**config.mk**
```make
export PLATFORM = sky130hd
export DESIGN_NAME = fetch_top
export DESIGN_NICKNAME = d
export VERILOG_FILES = /design/src/design/fetch_pkg.sv /design/src/design/icache_mem.sv /design/src/design/target_precompute.sv /design/src/design/icache_array.sv /design/src/design/target_resolve.sv /design/src/design/fetch_top.sv
export VERILOG_INCLUDE_DIRS = /design/src /design/src/design
export SDC_FILE = /design/constraint.sdc
export NUM_CORES = 2
export LEC_CHECK = 0
export BUFFER_PORTS_ARGS = -buffer_cell sky130_fd_sc_hd__buf_2
export CORE_ASPECT_RATIO = 2
export CORE_UTILIZATION = 31
export DETAILED_ROUTE_END_ITERATION = 12
export GPL_TIMING_DRIVEN = 0
export PLACE_DENSITY = 0.56
export SLEW_MARGIN = 20
export SYNTH_ARGS = -nofsm -noshare
export SYNTH_HDL_FRONTEND = slang
export SYNTH_HIERARCHICAL = 1
export SYNTH_SLANG_ARGS = --single-unit
```
**constraint.sdc**
```tcl
create_clock -name clk_i -period 16.33 [get_ports clk_i]
set_input_delay 2.4495 -clock clk_i [delete_from_list [all_inputs] [get_ports clk_i]]
set_output_delay 2.4495 -clock clk_i [all_outputs]
set_load 0.01 [all_outputs]
```
**src/design/fetch_consts.svh**
```systemverilog
`ifndef FETCH_CONSTS_SVH
`define FETCH_CONSTS_SVH

// instruction word
`define FETCH_INSTR_WIDTH 32

// cache geometry
`define FETCH_TAG_WIDTH 16
`define FETCH_ENTRIES 64
`define FETCH_BLOCK_WORDS 4

// word address is tag plus row plus word offset
`define FETCH_PC_WIDTH (`FETCH_TAG_WIDTH + $clog2(`FETCH_ENTRIES))

// one row holds one line
`define FETCH_ROWS (`FETCH_ENTRIES / `FETCH_BLOCK_WORDS)

// immediate widths, sign bit not counted
`define FETCH_BIMM_WIDTH 12
`define FETCH_JIMM_WIDTH 20

`endif

```
**src/design/fetch_pkg.sv**
```systemverilog
`include "fetch_consts.svh"

package fetch_pkg;

  // rv32 opcodes that transfer control
  localparam logic [6:0] OP_BRANCH = 7'b1100011;
  localparam logic [6:0] OP_JAL    = 7'b1101111;
  localparam logic [6:0] OP_JALR   = 7'b1100111;

  typedef logic [`FETCH_INSTR_WIDTH-1:0] instr_t;

  // byte-granular immediates, bit 0 always zero
  typedef logic [`FETCH_BIMM_WIDTH:0] bimm_t;
  typedef logic [`FETCH_JIMM_WIDTH:0] jimm_t;

  // one cache row
  typedef struct packed {
    logic [`FETCH_BLOCK_WORDS-1:0] lower_sign;
    logic [`FETCH_BLOCK_WORDS-1:0] lower_cout;
    logic [`FETCH_TAG_WIDTH-1:0] tag;
    logic [`FETCH_BLOCK_WORDS-1:0][`FETCH_INSTR_WIDTH-1:0] instr;
  } icache_entry_t;

  function automatic bimm_t bimm_extract(instr_t instr);
    return {instr[31], instr[7], instr[30:25], instr[11:8], 1'b0};
  endfunction

  function automatic jimm_t jimm_extract(instr_t instr);
    return {instr[31], instr[19:12], instr[20], instr[30:21], 1'b0};
  endfunction

  // write bits [12:1] back into the scattered B fields
  function automatic instr_t bimm_inject(instr_t instr, bimm_t val);
    instr_t res;
    res = instr;
    res[31] = val[12];
    res[7] = val[11];
    res[30:25] = val[10:5];
    res[11:8] = val[4:1];
    return res;
  endfunction

  // write bits [20:1] back into the scattered J fields
  function automatic instr_t jimm_inject(instr_t instr, jimm_t val);
    instr_t res;
    res = instr;
    res[31] = val[20];
    res[19:12] = val[19:12];
    res[20] = val[11];
    res[30:21] = val[10:1];
    return res;
  endfunction

endpackage

```
**src/design/icache_mem.sv**
```systemverilog
`timescale 1ns/1ps

module icache_mem #(
  parameter int width_p = 8,
  parameter int els_p = 16,
  localparam int addr_width_lp = (els_p > 1) ? $clog2(els_p) : 1
) (
  input  logic clk_i,
  input  logic reset_i,
  input  logic v_i,
  input  logic w_i,
  input  logic [addr_width_lp-1:0] addr_i,
  input  logic [width_p-1:0] w_mask_i,
  input  logic [width_p-1:0] data_i,
  output logic [width_p-1:0] data_o
);

  logic [width_p-1:0] mem [els_p];
  logic [width_p-1:0] data_r;

  // bit-granular write, untouched bits keep old contents
  always_ff @(posedge clk_i) begin
    if (v_i && w_i) begin
      mem[addr_i] <= (mem[addr_i] & ~w_mask_i) | (data_i & w_mask_i);
    end
  end

  // read register only moves on a read, so output holds between reads
  always_ff @(posedge clk_i) begin
    if (v_i && !w_i) begin
      data_r <= mem[addr_i];
    end
  end

  assign data_o = data_r;

  // address in range on every access
  addr_in_range_a: assert property (
    @(posedge clk_i) disable iff (reset_i)
    v_i |-> (int'(addr_i) < els_p)
  ) else $error("icache_mem: address %0d out of range", addr_i);

endmodule

```
**src/design/target_precompute.sv**
```systemverilog
`timescale 1ns/1ps
`include "fetch_consts.svh"

module target_precompute (
  input  logic clk_i,
  input  logic reset_i,
  input  logic refill_v_i,
  input  logic [`FETCH_PC_WIDTH-1:0] refill_pc_i,
  input  logic [`FETCH_INSTR_WIDTH-1:0] refill_instr_i,
  output logic wr_v_o,
  output logic [$clog2(`FETCH_ROWS)-1:0] wr_row_o,
  output fetch_pkg::icache_entry_t wr_entry_o,
  output fetch_pkg::icache_entry_t wr_mask_o
);

  localparam int off_width_lp = $clog2(`FETCH_BLOCK_WORDS);
  localparam int row_width_lp = $clog2(`FETCH_ROWS);
  localparam int b_low_width_lp = `FETCH_BIMM_WIDTH + 1;
  localparam int j_low_width_lp = `FETCH_JIMM_WIDTH + 1;

  logic [`FETCH_TAG_WIDTH-1:0] w_tag;
  logic [row_width_lp-1:0] w_row;
  logic [off_width_lp-1:0] w_off;

  assign {w_tag, w_row, w_off} = refill_pc_i;

  logic [`FETCH_PC_WIDTH+1:0] byte_pc;
  assign byte_pc = {refill_pc_i, 2'b00};

  logic is_branch;
  logic is_jal;
  assign is_branch = (refill_instr_i[6:0] == fetch_pkg::OP_BRANCH);
  assign is_jal = (refill_instr_i[6:0] == fetch_pkg::OP_JAL);

  fetch_pkg::bimm_t b_imm;
  fetch_pkg::jimm_t j_imm;
  assign b_imm = fetch_pkg::bimm_extract(refill_instr_i);
  assign j_imm = fetch_pkg::jimm_extract(refill_instr_i);

  // low part of the target, carry kept for the read side
  fetch_pkg::bimm_t b_sum;
  fetch_pkg::jimm_t j_sum;
  logic b_cout;
  logic j_cout;

  assign {b_cout, b_sum} = {1'b0, b_imm} + {1'b0, byte_pc[b_low_width_lp-1:0]};
  assign {j_cout, j_sum} = {1'b0, j_imm} + {1'b0, byte_pc[j_low_width_lp-1:0]};

  fetch_pkg::instr_t injected;
  logic imm_sign;
  logic low_cout;

  always_comb begin
    if (is_branch) begin
      injected = fetch_pkg::bimm_inject(refill_instr_i, b_sum);
      imm_sign = b_imm[`FETCH_BIMM_WIDTH];
      low_cout = b_cout;
    end else if (is_jal) begin
      injected = fetch_pkg::jimm_inject(refill_instr_i, j_sum);
      imm_sign = j_imm[`FETCH_JIMM_WIDTH];
      low_cout = j_cout;
    end else begin
      // sign and carry are ignored for other opcodes
      injected = refill_instr_i;
      imm_sign = j_imm[`FETCH_JIMM_WIDTH];
      low_cout = j_cout;
    end
  end

  logic [`FETCH_BLOCK_WORDS-1:0] lane_sel;
  assign lane_sel = `FETCH_BLOCK_WORDS'(1) << w_off;

  fetch_pkg::icache_entry_t entry_n;
  fetch_pkg::icache_entry_t mask_n;

  // word goes to every lane, mask picks the one that lands
  always_comb begin
    entry_n.lower_sign = {`FETCH_BLOCK_WORDS{imm_sign}};
    entry_n.lower_cout = {`FETCH_BLOCK_WORDS{low_cout}};
    entry_n.tag = w_tag;
    entry_n.instr = {`FETCH_BLOCK_WORDS{injected}};
    mask_n.lower_sign = lane_sel;
    mask_n.lower_cout = lane_sel;
    mask_n.tag = '1;
    for (int i = 0; i < `FETCH_BLOCK_WORDS; i++) begin
      mask_n.instr[i] = {`FETCH_INSTR_WIDTH{lane_sel[i]}};
    end
  end

  always_ff @(posedge clk_i) begin
    if (reset_i) begin
      wr_v_o <= 1'b0;
    end else begin
      wr_v_o <= refill_v_i;
    end
  end

  always_ff @(posedge clk_i) begin
    if (refill_v_i) begin
      wr_row_o <= w_row;
      wr_entry_o <= entry_n;
      wr_mask_o <= mask_n;
    end
  end

  // refill arrives as isolated strobes
  wr_single_a: assert property (
    @(posedge clk_i) disable iff (reset_i)
    wr_v_o |=> !wr_v_o
  ) else $error("target_precompute: back-to-back refill writes");

endmodule

```
**src/design/icache_array.sv**
```systemverilog
`timescale 1ns/1ps
`include "fetch_consts.svh"

module icache_array (
  input  logic clk_i,
  input  logic reset_i,
  input  logic wr_v_i,
  input  logic [$clog2(`FETCH_ROWS)-1:0] wr_row_i,
  input  fetch_pkg::icache_entry_t wr_entry_i,
  input  fetch_pkg::icache_entry_t wr_mask_i,
  input  logic fetch_v_i,
  input  logic [`FETCH_PC_WIDTH-1:0] fetch_pc_i,
  output logic rd_v_o,
  output logic [`FETCH_PC_WIDTH-1:0] rd_pc_o,
  output logic [`FETCH_INSTR_WIDTH-1:0] rd_instr_o,
  output logic rd_sign_o,
  output logic rd_cout_o,
  output logic rd_hit_o
);

  localparam int off_width_lp = $clog2(`FETCH_BLOCK_WORDS);
  localparam int row_width_lp = $clog2(`FETCH_ROWS);
  localparam int entry_width_lp = $bits(fetch_pkg::icache_entry_t);

  // write owns the port, a colliding fetch is lost
  logic fetch_go;
  assign fetch_go = fetch_v_i && !wr_v_i;

  logic mem_v;
  logic [row_width_lp-1:0] mem_addr;
  logic [entry_width_lp-1:0] mem_data_lo;

  assign mem_v = wr_v_i || fetch_v_i;
  assign mem_addr = wr_v_i ? wr_row_i : fetch_pc_i[off_width_lp +: row_width_lp];

  icache_mem #(
    .width_p(entry_width_lp),
    .els_p(`FETCH_ROWS)
  ) mem (
    .clk_i(clk_i),
    .reset_i(reset_i),
    .v_i(mem_v),
    .w_i(wr_v_i),
    .addr_i(mem_addr),
    .w_mask_i(wr_mask_i),
    .data_i(wr_entry_i),
    .data_o(mem_data_lo)
  );

  // pc register lines up with the sync read
  logic rd_v_r;
  logic [`FETCH_PC_WIDTH-1:0] rd_pc_r;

  always_ff @(posedge clk_i) begin
    if (reset_i) begin
      rd_v_r <= 1'b0;
    end else begin
      rd_v_r <= fetch_go;
    end
  end

  always_ff @(posedge clk_i) begin
    if (fetch_go) begin
      rd_pc_r <= fetch_pc_i;
    end
  end

  fetch_pkg::icache_entry_t rd_entry;
  logic [off_width_lp-1:0] rd_lane;

  assign rd_entry = mem_data_lo;
  assign rd_lane = rd_pc_r[off_width_lp-1:0];

  assign rd_v_o = rd_v_r;
  assign rd_pc_o = rd_pc_r;
  assign rd_instr_o = rd_entry.instr[rd_lane];
  assign rd_sign_o = rd_entry.lower_sign[rd_lane];
  assign rd_cout_o = rd_entry.lower_cout[rd_lane];

  // tag sits at the top of the word address
  assign rd_hit_o = (rd_entry.tag == rd_pc_r[`FETCH_PC_WIDTH-1 -: `FETCH_TAG_WIDTH]);

endmodule

```
**src/design/target_resolve.sv**
```systemverilog
`timescale 1ns/1ps
`include "fetch_consts.svh"

module target_resolve (
  input  logic clk_i,
  input  logic reset_i,
  input  logic rd_v_i,
  input  logic [`FETCH_PC_WIDTH-1:0] rd_pc_i,
  input  logic [`FETCH_INSTR_WIDTH-1:0] rd_instr_i,
  input  logic rd_sign_i,
  input  logic rd_cout_i,
  input  logic rd_hit_i,
  input  logic [`FETCH_PC_WIDTH-1:0] jalr_pred_i,
  output logic out_v_o,
  output logic [`FETCH_INSTR_WIDTH-1:0] instr_o,
  output logic [`FETCH_PC_WIDTH-1:0] pc_o,
  output logic [`FETCH_PC_WIDTH-1:0] target_o,
  output logic miss_o
);

  localparam int byte_width_lp = `FETCH_PC_WIDTH + 2;
  localparam int b_low_width_lp = `FETCH_BIMM_WIDTH + 1;
  localparam int j_low_width_lp = `FETCH_JIMM_WIDTH + 1;
  localparam int b_high_width_lp = byte_width_lp - b_low_width_lp;
  localparam int j_high_width_lp = byte_width_lp - j_low_width_lp;

  logic [byte_width_lp-1:0] byte_pc;
  assign byte_pc = {rd_pc_i, 2'b00};

  logic [b_high_width_lp-1:0] b_high;
  logic [j_high_width_lp-1:0] j_high;
  assign b_high = byte_pc[byte_width_lp-1 -: b_high_width_lp];
  assign j_high = byte_pc[byte_width_lp-1 -: j_high_width_lp];

  // sign/cout 00 or 11 keep, 01 add one, 10 subtract one
  logic keep_high;
  logic inc_high;
  assign keep_high = ~(rd_sign_i ^ rd_cout_i);
  assign inc_high = ~rd_sign_i & rd_cout_i;

  logic [b_high_width_lp-1:0] b_high_adj;
  logic [j_high_width_lp-1:0] j_high_adj;

  always_comb begin
    if (keep_high) begin
      b_high_adj = b_high;
      j_high_adj = j_high;
    end else if (inc_high) begin
      b_high_adj = b_high + 1'b1;
      j_high_adj = j_high + 1'b1;
    end else begin
      b_high_adj = b_high - 1'b1;
      j_high_adj = j_high - 1'b1;
    end
  end

  // byte targets, low part already summed at refill
  logic [byte_width_lp-1:0] b_target;
  logic [byte_width_lp-1:0] j_target;
  assign b_target = {b_high_adj, fetch_pkg::bimm_extract(rd_instr_i)};
  assign j_target = {j_high_adj, fetch_pkg::jimm_extract(rd_instr_i)};

  logic [6:0] opcode;
  logic [`FETCH_PC_WIDTH-1:0] target_n;
  assign opcode = rd_instr_i[6:0];

  always_comb begin
    if (opcode == fetch_pkg::OP_JAL) begin
      target_n = j_target[2 +: `FETCH_PC_WIDTH];
    end else if (opcode == fetch_pkg::OP_JALR) begin
      target_n = jalr_pred_i;
    end else begin
      target_n = b_target[2 +: `FETCH_PC_WIDTH];
    end
  end

  always_ff @(posedge clk_i) begin
    if (reset_i) begin
      out_v_o <= 1'b0;
    end else begin
      out_v_o <= rd_v_i;
    end
  end

  always_ff @(posedge clk_i) begin
    if (rd_v_i) begin
      instr_o <= rd_instr_i;
      pc_o <= rd_pc_i;
      target_o <= target_n;
      miss_o <= ~rd_hit_i;
    end
  end

endmodule

```
**src/design/fetch_top.sv**
```systemverilog
`timescale 1ns/1ps
`include "fetch_consts.svh"

module fetch_top (
  input  logic clk_i,
  input  logic reset_i,
  input  logic refill_v_i,
  input  logic [`FETCH_PC_WIDTH-1:0] refill_pc_i,
  input  logic [`FETCH_INSTR_WIDTH-1:0] refill_instr_i,
  input  logic fetch_v_i,
  input  logic [`FETCH_PC_WIDTH-1:0] fetch_pc_i,
  input  logic [`FETCH_PC_WIDTH-1:0] jalr_pred_i,
  output logic out_v_o,
  output logic [`FETCH_INSTR_WIDTH-1:0] instr_o,
  output logic [`FETCH_PC_WIDTH-1:0] pc_o,
  output logic [`FETCH_PC_WIDTH-1:0] target_o,
  output logic miss_o
);

  // refill side to array
  logic wr_v;
  logic [$clog2(`FETCH_ROWS)-1:0] wr_row;
  fetch_pkg::icache_entry_t wr_entry;
  fetch_pkg::icache_entry_t wr_mask;

  // array to resolve
  logic rd_v;
  logic [`FETCH_PC_WIDTH-1:0] rd_pc;
  logic [`FETCH_INSTR_WIDTH-1:0] rd_instr;
  logic rd_sign;
  logic rd_cout;
  logic rd_hit;

  target_precompute precompute (
    .clk_i(clk_i),
    .reset_i(reset_i),
    .refill_v_i(refill_v_i),
    .refill_pc_i(refill_pc_i),
    .refill_instr_i(refill_instr_i),
    .wr_v_o(wr_v),
    .wr_row_o(wr_row),
    .wr_entry_o(wr_entry),
    .wr_mask_o(wr_mask)
  );

  icache_array array (
    .clk_i(clk_i),
    .reset_i(reset_i),
    .wr_v_i(wr_v),
    .wr_row_i(wr_row),
    .wr_entry_i(wr_entry),
    .wr_mask_i(wr_mask),
    .fetch_v_i(fetch_v_i),
    .fetch_pc_i(fetch_pc_i),
    .rd_v_o(rd_v),
    .rd_pc_o(rd_pc),
    .rd_instr_o(rd_instr),
    .rd_sign_o(rd_sign),
    .rd_cout_o(rd_cout),
    .rd_hit_o(rd_hit)
  );

  target_resolve resolve (
    .clk_i(clk_i),
    .reset_i(reset_i),
    .rd_v_i(rd_v),
    .rd_pc_i(rd_pc),
    .rd_instr_i(rd_instr),
    .rd_sign_i(rd_sign),
    .rd_cout_i(rd_cout),
    .rd_hit_i(rd_hit),
    .jalr_pred_i(jalr_pred_i),
    .out_v_o(out_v_o),
    .instr_o(instr_o),
    .pc_o(pc_o),
    .target_o(target_o),
    .miss_o(miss_o)
  );

endmodule

```
---- After elaboration in Yosys (flattened, before gate mapping) ----
Memories as Yosys holds them, arrays and structs flattened.
Index checks and enable logic that the tools add are counted.
word-level totals
  flip-flop bits (word level) ............. 316
  memories kept ........................... 1
  bits of input ports ..................... 102
  memory bits (writable) .................. 2432
  output and inout port bits .............. 78
  word-level logic and storage cells ...... 64
cells by class
  $add $sub $neg .......................... 6
  eq/ne operators ......................... 5
  bitwise logic cells ..................... 8
  shift operators ......................... 1
  magnitude comparators ................... 1
  reduce and logical (&&, ||, !) cells .... 5
  multiplexer cells ....................... 18
memory list
  memory         depth  bits a word  rd ports  clocked after Yosys merged registers in  write ports  RTL line          source
  array.mem.mem  16     152          1         0                                        1            icache_mem.sv:18  logic [width_p-1:0] mem [els_p];
operators by type and width
  operator                                                               number
  152-bit bitwise AND                                                    2
  152-bit inverter                                                       1
  152-bit bitwise OR                                                     1
  32-bit 2-to-1 mux                                                      3
  32-bit binary-select mux with 2-bit select                             1
  22-bit 2-to-1 mux                                                      2
  7-bit == test (second input constant)                                  4
  21-bit by 21-bit adder with 22-bit output                              1
  11-bit 2-to-1 mux                                                      2
  16-bit == test                                                         1
  13-bit by 13-bit adder with 14-bit output                              1
  11-bit by 1-bit adder with 11-bit output (second input constant)       1
  11-bit by 1-bit subtractor with 11-bit output (second input constant)  1
  3-bit 2-to-1 mux                                                       2
  1-bit 2-to-1 mux                                                       5
  1-bit binary-select mux with 2-bit select                              2
  4-bit 2-to-1 mux                                                       1
  1-bit by 2-bit left shift with 4-bit output (first input constant)     1
  3-bit by 1-bit adder with 3-bit output (second input constant)         1
  1-bit logical AND                                                      3
  2-bit by 3-bit < comparator with 1-bit output (second input constant)  1
  3-bit by 1-bit subtractor with 3-bit output (second input constant)    1
  1-bit inverter                                                         2
  1-bit bitwise AND                                                      1
  other kinds (3)                                                        3

---- Depth between registers and ports, before layout ----
  word-level depth ........................ 8
  gate-level depth with buffers ........... 12

---- By module ----
The synthesis kept the hierarchy.
by module, submodules not included
  module             times used  seq. area each (um^2)  cells each  area an instance (um^2)
  icache_mem         1           77594.4                5015        102006.6
  target_precompute  1           1761.7                 566         5336.4
  target_resolve     1           2332.2                 236         3475.8
  icache_array       1           680.7                  93          1786.7

---- Worst setup path before layout ----
No wires, ideal clock.
  kind .................................... input-to-reg
  start point ............................. input fetch_pc_i[3]
  end point ............................... memory array/mem/mem[3][0] (netlist bit), enable pin
  path slack .............................. 1777 ps
  stages on the path ...................... 5
  library setup time ...................... 850 ps
  required time ........................... 15480 ps
  arrival ................................. 13703 ps
  cell sequence ........................... mux2_2 clkbuf_1 clkbuf_1 nand4_1 nor3_1
on the way
  word-level cells in the longest chain between the ends .. 1
RTL lines
  item              RTL line            source
  start, declared   fetch_top.sv:11     input logic [`FETCH_PC_WIDTH-1:0] fetch_pc_i,
  4-bit 2-to-1 mux  icache_array.sv:34  assign mem_addr = wr_v_i ? wr_row_i : fetch_pc_i[off_width_lp +: row_width_lp];
  end, declared     icache_mem.sv:18
No other way between the ends.

---- Final worst setup path ----
  start point ............................. input fetch_pc_i[3]
  end point ............................... memory array/mem/mem[3][91] (netlist bit), enable pin
on the way
  word-level cells in the longest chain between the ends .. 1
RTL lines
  item                   RTL line            source
  4-bit 2-to-1 mux       icache_array.sv:34
  via array.mem_addr[1]  icache_array.sv:30  logic [row_width_lp-1:0] mem_addr;
The timed path passes the listed nets, and every way through them passes these cells.

==> parameters.txt <==
Parameter                              Value

Run status
  Outcome ... complete, no violations

Worst setup path
  Element type at the critical path start ... primary input
  Worst reg-to-reg setup slack ... ~10000 ps
  Source of the worst register-to-register timing path ... precompute/wr_v_o
  Start-to-end type of the worst setup path ... primary input to flop
  Biggest fanout along the worst timing path ... 10
  R2r worst-path depth ... 17
  Critical path required time ... 16980 ps
  Capture point of the worst reg-to-reg path ... array/mem/mem[3][91]
  Critical path data arrival time ... between 7000 and 8000 ps
  Worst setup EP type ... flop

Power
  Leakage component of the power ... approximately 44 nW
  Final Total Pwr ... 16.3 mW
  Share of power burned in the clock network ... a little under two fifths
  Register share of total power ... between 50% and 60%
  Power density normalized to cell area ... approximately 120 nW/µm²
  Worst-case vdd ir drop ... between 0.1 and 0.15 mV
  Internal Pwr Total ... 12.2 mW
  Switching Fraction ... 25.2%
  Logic pwr share ... between 10% and 20%
  Net switching power figure ... 4.10 mW

STA
  WHS ... 419 ps
  Final max-slew violation count ... 0
  Peak clock frequency supported by timing ... 143 MHz
  Time the worst path needs with I/O delays and setup ... 6980 ps
  Max_slew headroom ... between 15 and 20%
  Worst Setup Slack, final ... 9350 ps
  Tcrit/Tclk final ... between 40% and 50%
  RSZ-0062 raised after global routing ... no
  Worst-case clock skew ... 161 ps
  Slew of the pin with the lowest slew margin ... between 1000 and 1500 ps
  Hold violation count in the final report ... 0
  Setup total negative slack ... 0 ps
  Total setup violations reported at the end of the flow ... 0

Cells and area
  Signed area change from the synthesized netlist to the final layout ... 17.9%
  # nets final ... 6776
  Area taken by flip-flops and latches ... approximately 82000 µm²
  Area of the multi-input gates ... 26100 µm²
  Proportion of layout cells with a drive suffix above 1 ... 33.0%
  Number of inserted filler cells in the final layout ... roughly 33000
  Utilization after layout ... a little under two fifths

CTS
  Clock tree from TritonCTS ... built
  Worst-Skew Late Latency ... approximately 980 ps
  Total clock buffers created by CTS ... 243
  Cell at the root of the clock tree ... sky130_fd_sc_hd__clkbuf_16
  Number of buffers inserted to repair setup after CTS ... 0
  Number of gates given a new drive strength after cts ... 0
  Clk sink count ... 2744
  Number of hold buffers added after CTS ... 0
  Clock input transition at the sequential cells of the worst setup and hold paths ... 70 ps
  Max clock buf depth ... 4
  CTS H-tree depth ... 4

Yosys
  Leading cell types by total area after synthesis ... sky130_fd_sc_hd__edfxtp_1, sky130_fd_sc_hd__mux4_2, sky130_fd_sc_hd__mux2_2
  Share of flip-flops with an asynchronous set or reset ... 0%
  Avg Inst Size Synth ... ~19 µm²
  Area of the mapped netlist ... between 100000 and 150000 µm²
  Post-synth top area share ... 73.1%
  Top FF cell, synth ... sky130_fd_sc_hd__edfxtp_1
  Sequential-to-total area share from yosys stat ... ~73%
  Cell accounting for the most synthesized area ... sky130_fd_sc_hd__edfxtp_1
  Number of enable-type register cells in the synthesized netlist ... ~2700
  Unique cell type count in the Yosys netlist ... 85
  Count of yosys warnings during synthesis ... 6
  Register bit count reported by yosys ... around 2700
  Post-Synthesis Cells ... around 6000

Global routing
  Total overflow reported by the global router ... 0
  Overall global routing resource usage ... roughly a fifth
  Via count of the first global-routing pass ... ~62000
  First-pass GRT wire length ... around 500000 µm
  Number of antenna violations at the first check in global routing ... 31
  Largest net degree at the start of global routing ... between 40 and 50

Die
  # IOs ... between 150 and 200
  Die Ht ... 854 µm
  Core Region ... approximately 360000 µm²
  Die Outline Area ... 366000 µm²
  Starting density of the core ... between 30% and 40%
  Total number of placement rows ... 312
  Die Width ... ~430 µm

Detailed routing
  Iter 0 DRT Violations ... roughly 5900
  Antenna violation net count after detailed routing ... 0
  Number of remaining DRC errors ... 0
  Overall via count from detail_route ... slightly above 60000
  Post-DR vias/cell ... between 5 and 6
  Routed wire length per instance ... between 30 and 40 µm
  Total length of routed wires ... 368000 µm
  Total iterations of the first detailed-routing run ... 6

Flow run
  Number of maximum-capacitance constraint violations ... 0

Placement
  Placement-stage worst setup slack ... 8540 ps
  Final weighted congestion of routability-driven global placement ... about 0.87
  Count of input and output buffers ... around 180
  Post-detailed-placement half-perimeter wirelength ... between 200000 and 300000 µm

Hold path
  Path class of the lowest-slack min-delay path ... flop to flop
  Worst hold stages ... 0
  Endpoint of the worst hold-timing path ... resolve/pc_o[3]
  Hold path start ... array/rd_pc_o[3]
[cells by family after synthesis]
| kind of cell | Yosys count | share of synthesized area, % |
|---|---|---|
| compound gates | 936 | 7.27 |
| other cells | 1 | 0.00333 |
| mux | 972 | 12.8 |
| simple gates | 475 | 2.14 |
| fa+ha+maj | 38 | 0.449 |
| flops | 2744 | 73.1 |
| xor+xnor | 29 | 0.226 |
| buf+inv | 715 | 4.00 |
[cell usage after synthesis, drive strengths merged (10+ instances only)]
master,count
inv,166
xnor2,24
and2,155
a22oi,159
mux4,338
a311oi,153
edfxtp,2741
mux2i,319
o21ai,36
o22ai,163
o21a,10
a211oi,10
nand4,11
nand3,10
mux2,315
clkbuf,75
a21o,12
nand2,56
buf,474
a21oi,197
o221ai,153
nor2,185
nor2b,13
ha,34
nor3,10
[placed cells by master (no fill, tap or decap), types with 16 or more instances in the layout]
cell	synthesis	layout
sky130_fd_sc_hd__mux2_2	315	315
sky130_fd_sc_hd__mux2i_1	319	319
sky130_fd_sc_hd__a22oi_1	149	149
sky130_fd_sc_hd__a311oi_2	152	139
sky130_fd_sc_hd__buf_16	0	58
sky130_fd_sc_hd__buf_4	286	385
sky130_fd_sc_hd__xnor2_1	24	24
sky130_fd_sc_hd__clkinv_2	0	46
sky130_fd_sc_hd__bufinv_16	0	41
sky130_fd_sc_hd__buf_6	34	55
sky130_fd_sc_hd__nand2_1	54	54
sky130_fd_sc_hd__o221ai_2	80	80
sky130_fd_sc_hd__o21ai_0	36	35
sky130_fd_sc_hd__nor2_1	183	171
sky130_fd_sc_hd__edfxtp_1	2741	2741
sky130_fd_sc_hd__o22ai_1	163	163
sky130_fd_sc_hd__mux4_2	334	334
sky130_fd_sc_hd__buf_8	17	40
sky130_fd_sc_hd__clkbuf_16	0	245
sky130_fd_sc_hd__conb_1	1	16
sky130_fd_sc_hd__inv_1	166	166
sky130_fd_sc_hd__and2_1	155	155
sky130_fd_sc_hd__clkinvlp_4	0	19
sky130_fd_sc_hd__ha_1	34	34
sky130_fd_sc_hd__diode_2	0	29
sky130_fd_sc_hd__clkbuf_1	66	82
sky130_fd_sc_hd__buf_12	7	94
sky130_fd_sc_hd__o221ai_1	73	73
sky130_fd_sc_hd__a21oi_1	195	189
sky130_fd_sc_hd__clkinv_1	0	48
sky130_fd_sc_hd__buf_2	121	299
[registers in the layout, indices dropped and copies added, names as in the netlist, 4 cells and up]
register and cells:
resolve/instr_o 32, precompute/wr_mask_o 4, precompute/wr_entry_o 50, resolve/target_o 22, array/mem/data_o 152, array/mem/mem 2432
resolve/pc_o 22, array/rd_pc_o 22, precompute/wr_row_o 4
[metal layers]
metal / global-route usage (%) / vias to the layer above / wire length (µm)
met2: 35.1 / 2289 / 189000
met3: 2.41 / 766 / 18600
li1: - / 25300 / -
met5: 0 / - / 103
met4: 14.3 / 14 / 30700
met1: 21.6 / 32100 / 129000
[area by class of cell]
| type | count | share of cell area (%) |
|---|---|---|
| sequential | 2744 | 62.0 |
| clock buffer | 266 | 4.68 |
| inverter | 166 | 0.469 |
| multi-input combinational | 2466 | 19.7 |
| timing repair buffer | 466 | 4.18 |
| clock inverter | 176 | 1.54 |
| buffer | 549 | 2.93 |
| antenna | 29 | 0.0547 |
| tap | 4710 | 4.44 |
[per-stage QoR]
stage                     cells  instance area [µm²]
final                     11600               133000
after global routing      11600               133000
after CTS                 11500               133000
after detailed placement  11100               124000
after global placement    10800               119000
after floorplan            5925               113000
[worst max-delay path by stage]
stage	startpoint	to	slack, ps	cells after the start
global route	fetch_pc_i[3]	array/mem/mem[3][91]	9440	18
finish	fetch_pc_i[3]	array/mem/mem[3][91]	9350	18
CTS	fetch_pc_i[3]	array/mem/mem[3][86]	9530	18
floorplan	fetch_pc_i[3]	array/mem/mem[3][0]	1780	5
global placement	fetch_pc_i[3]	array/mem/mem[0][66]	-15720	6
detailed placement	fetch_pc_i[3]	array/mem/mem[3][84]	8540	18
[critical path, stage by stage]
cell,delay (ps)
sky130_fd_sc_hd__buf_2,200
sky130_fd_sc_hd__mux2_2,230
sky130_fd_sc_hd__clkbuf_2,510
sky130_fd_sc_hd__clkbuf_2,710
sky130_fd_sc_hd__nand4_1,550
sky130_fd_sc_hd__nor3_2,500
sky130_fd_sc_hd__buf_4,280
sky130_fd_sc_hd__buf_4,230
sky130_fd_sc_hd__buf_4,200
sky130_fd_sc_hd__buf_4,210
sky130_fd_sc_hd__buf_6,160
sky130_fd_sc_hd__buf_4,180
sky130_fd_sc_hd__buf_6,160
sky130_fd_sc_hd__buf_4,210
sky130_fd_sc_hd__buf_4,230
sky130_fd_sc_hd__buf_4,220
sky130_fd_sc_hd__buf_6,170
sky130_fd_sc_hd__buf_4,170
[power by group through the flow]
stage                     Clock [mW]  Combinational, mW  Sequential, mW
after floorplan                    0               1.09            8.33
after global placement             0               1.74            8.50
after detailed placement           0               1.87            8.42
after CTS                       6.17               1.88            8.26
after global routing            6.38               1.97            8.26
final                           6.12               1.87            8.27
Power figures use the tool's default switching activity.
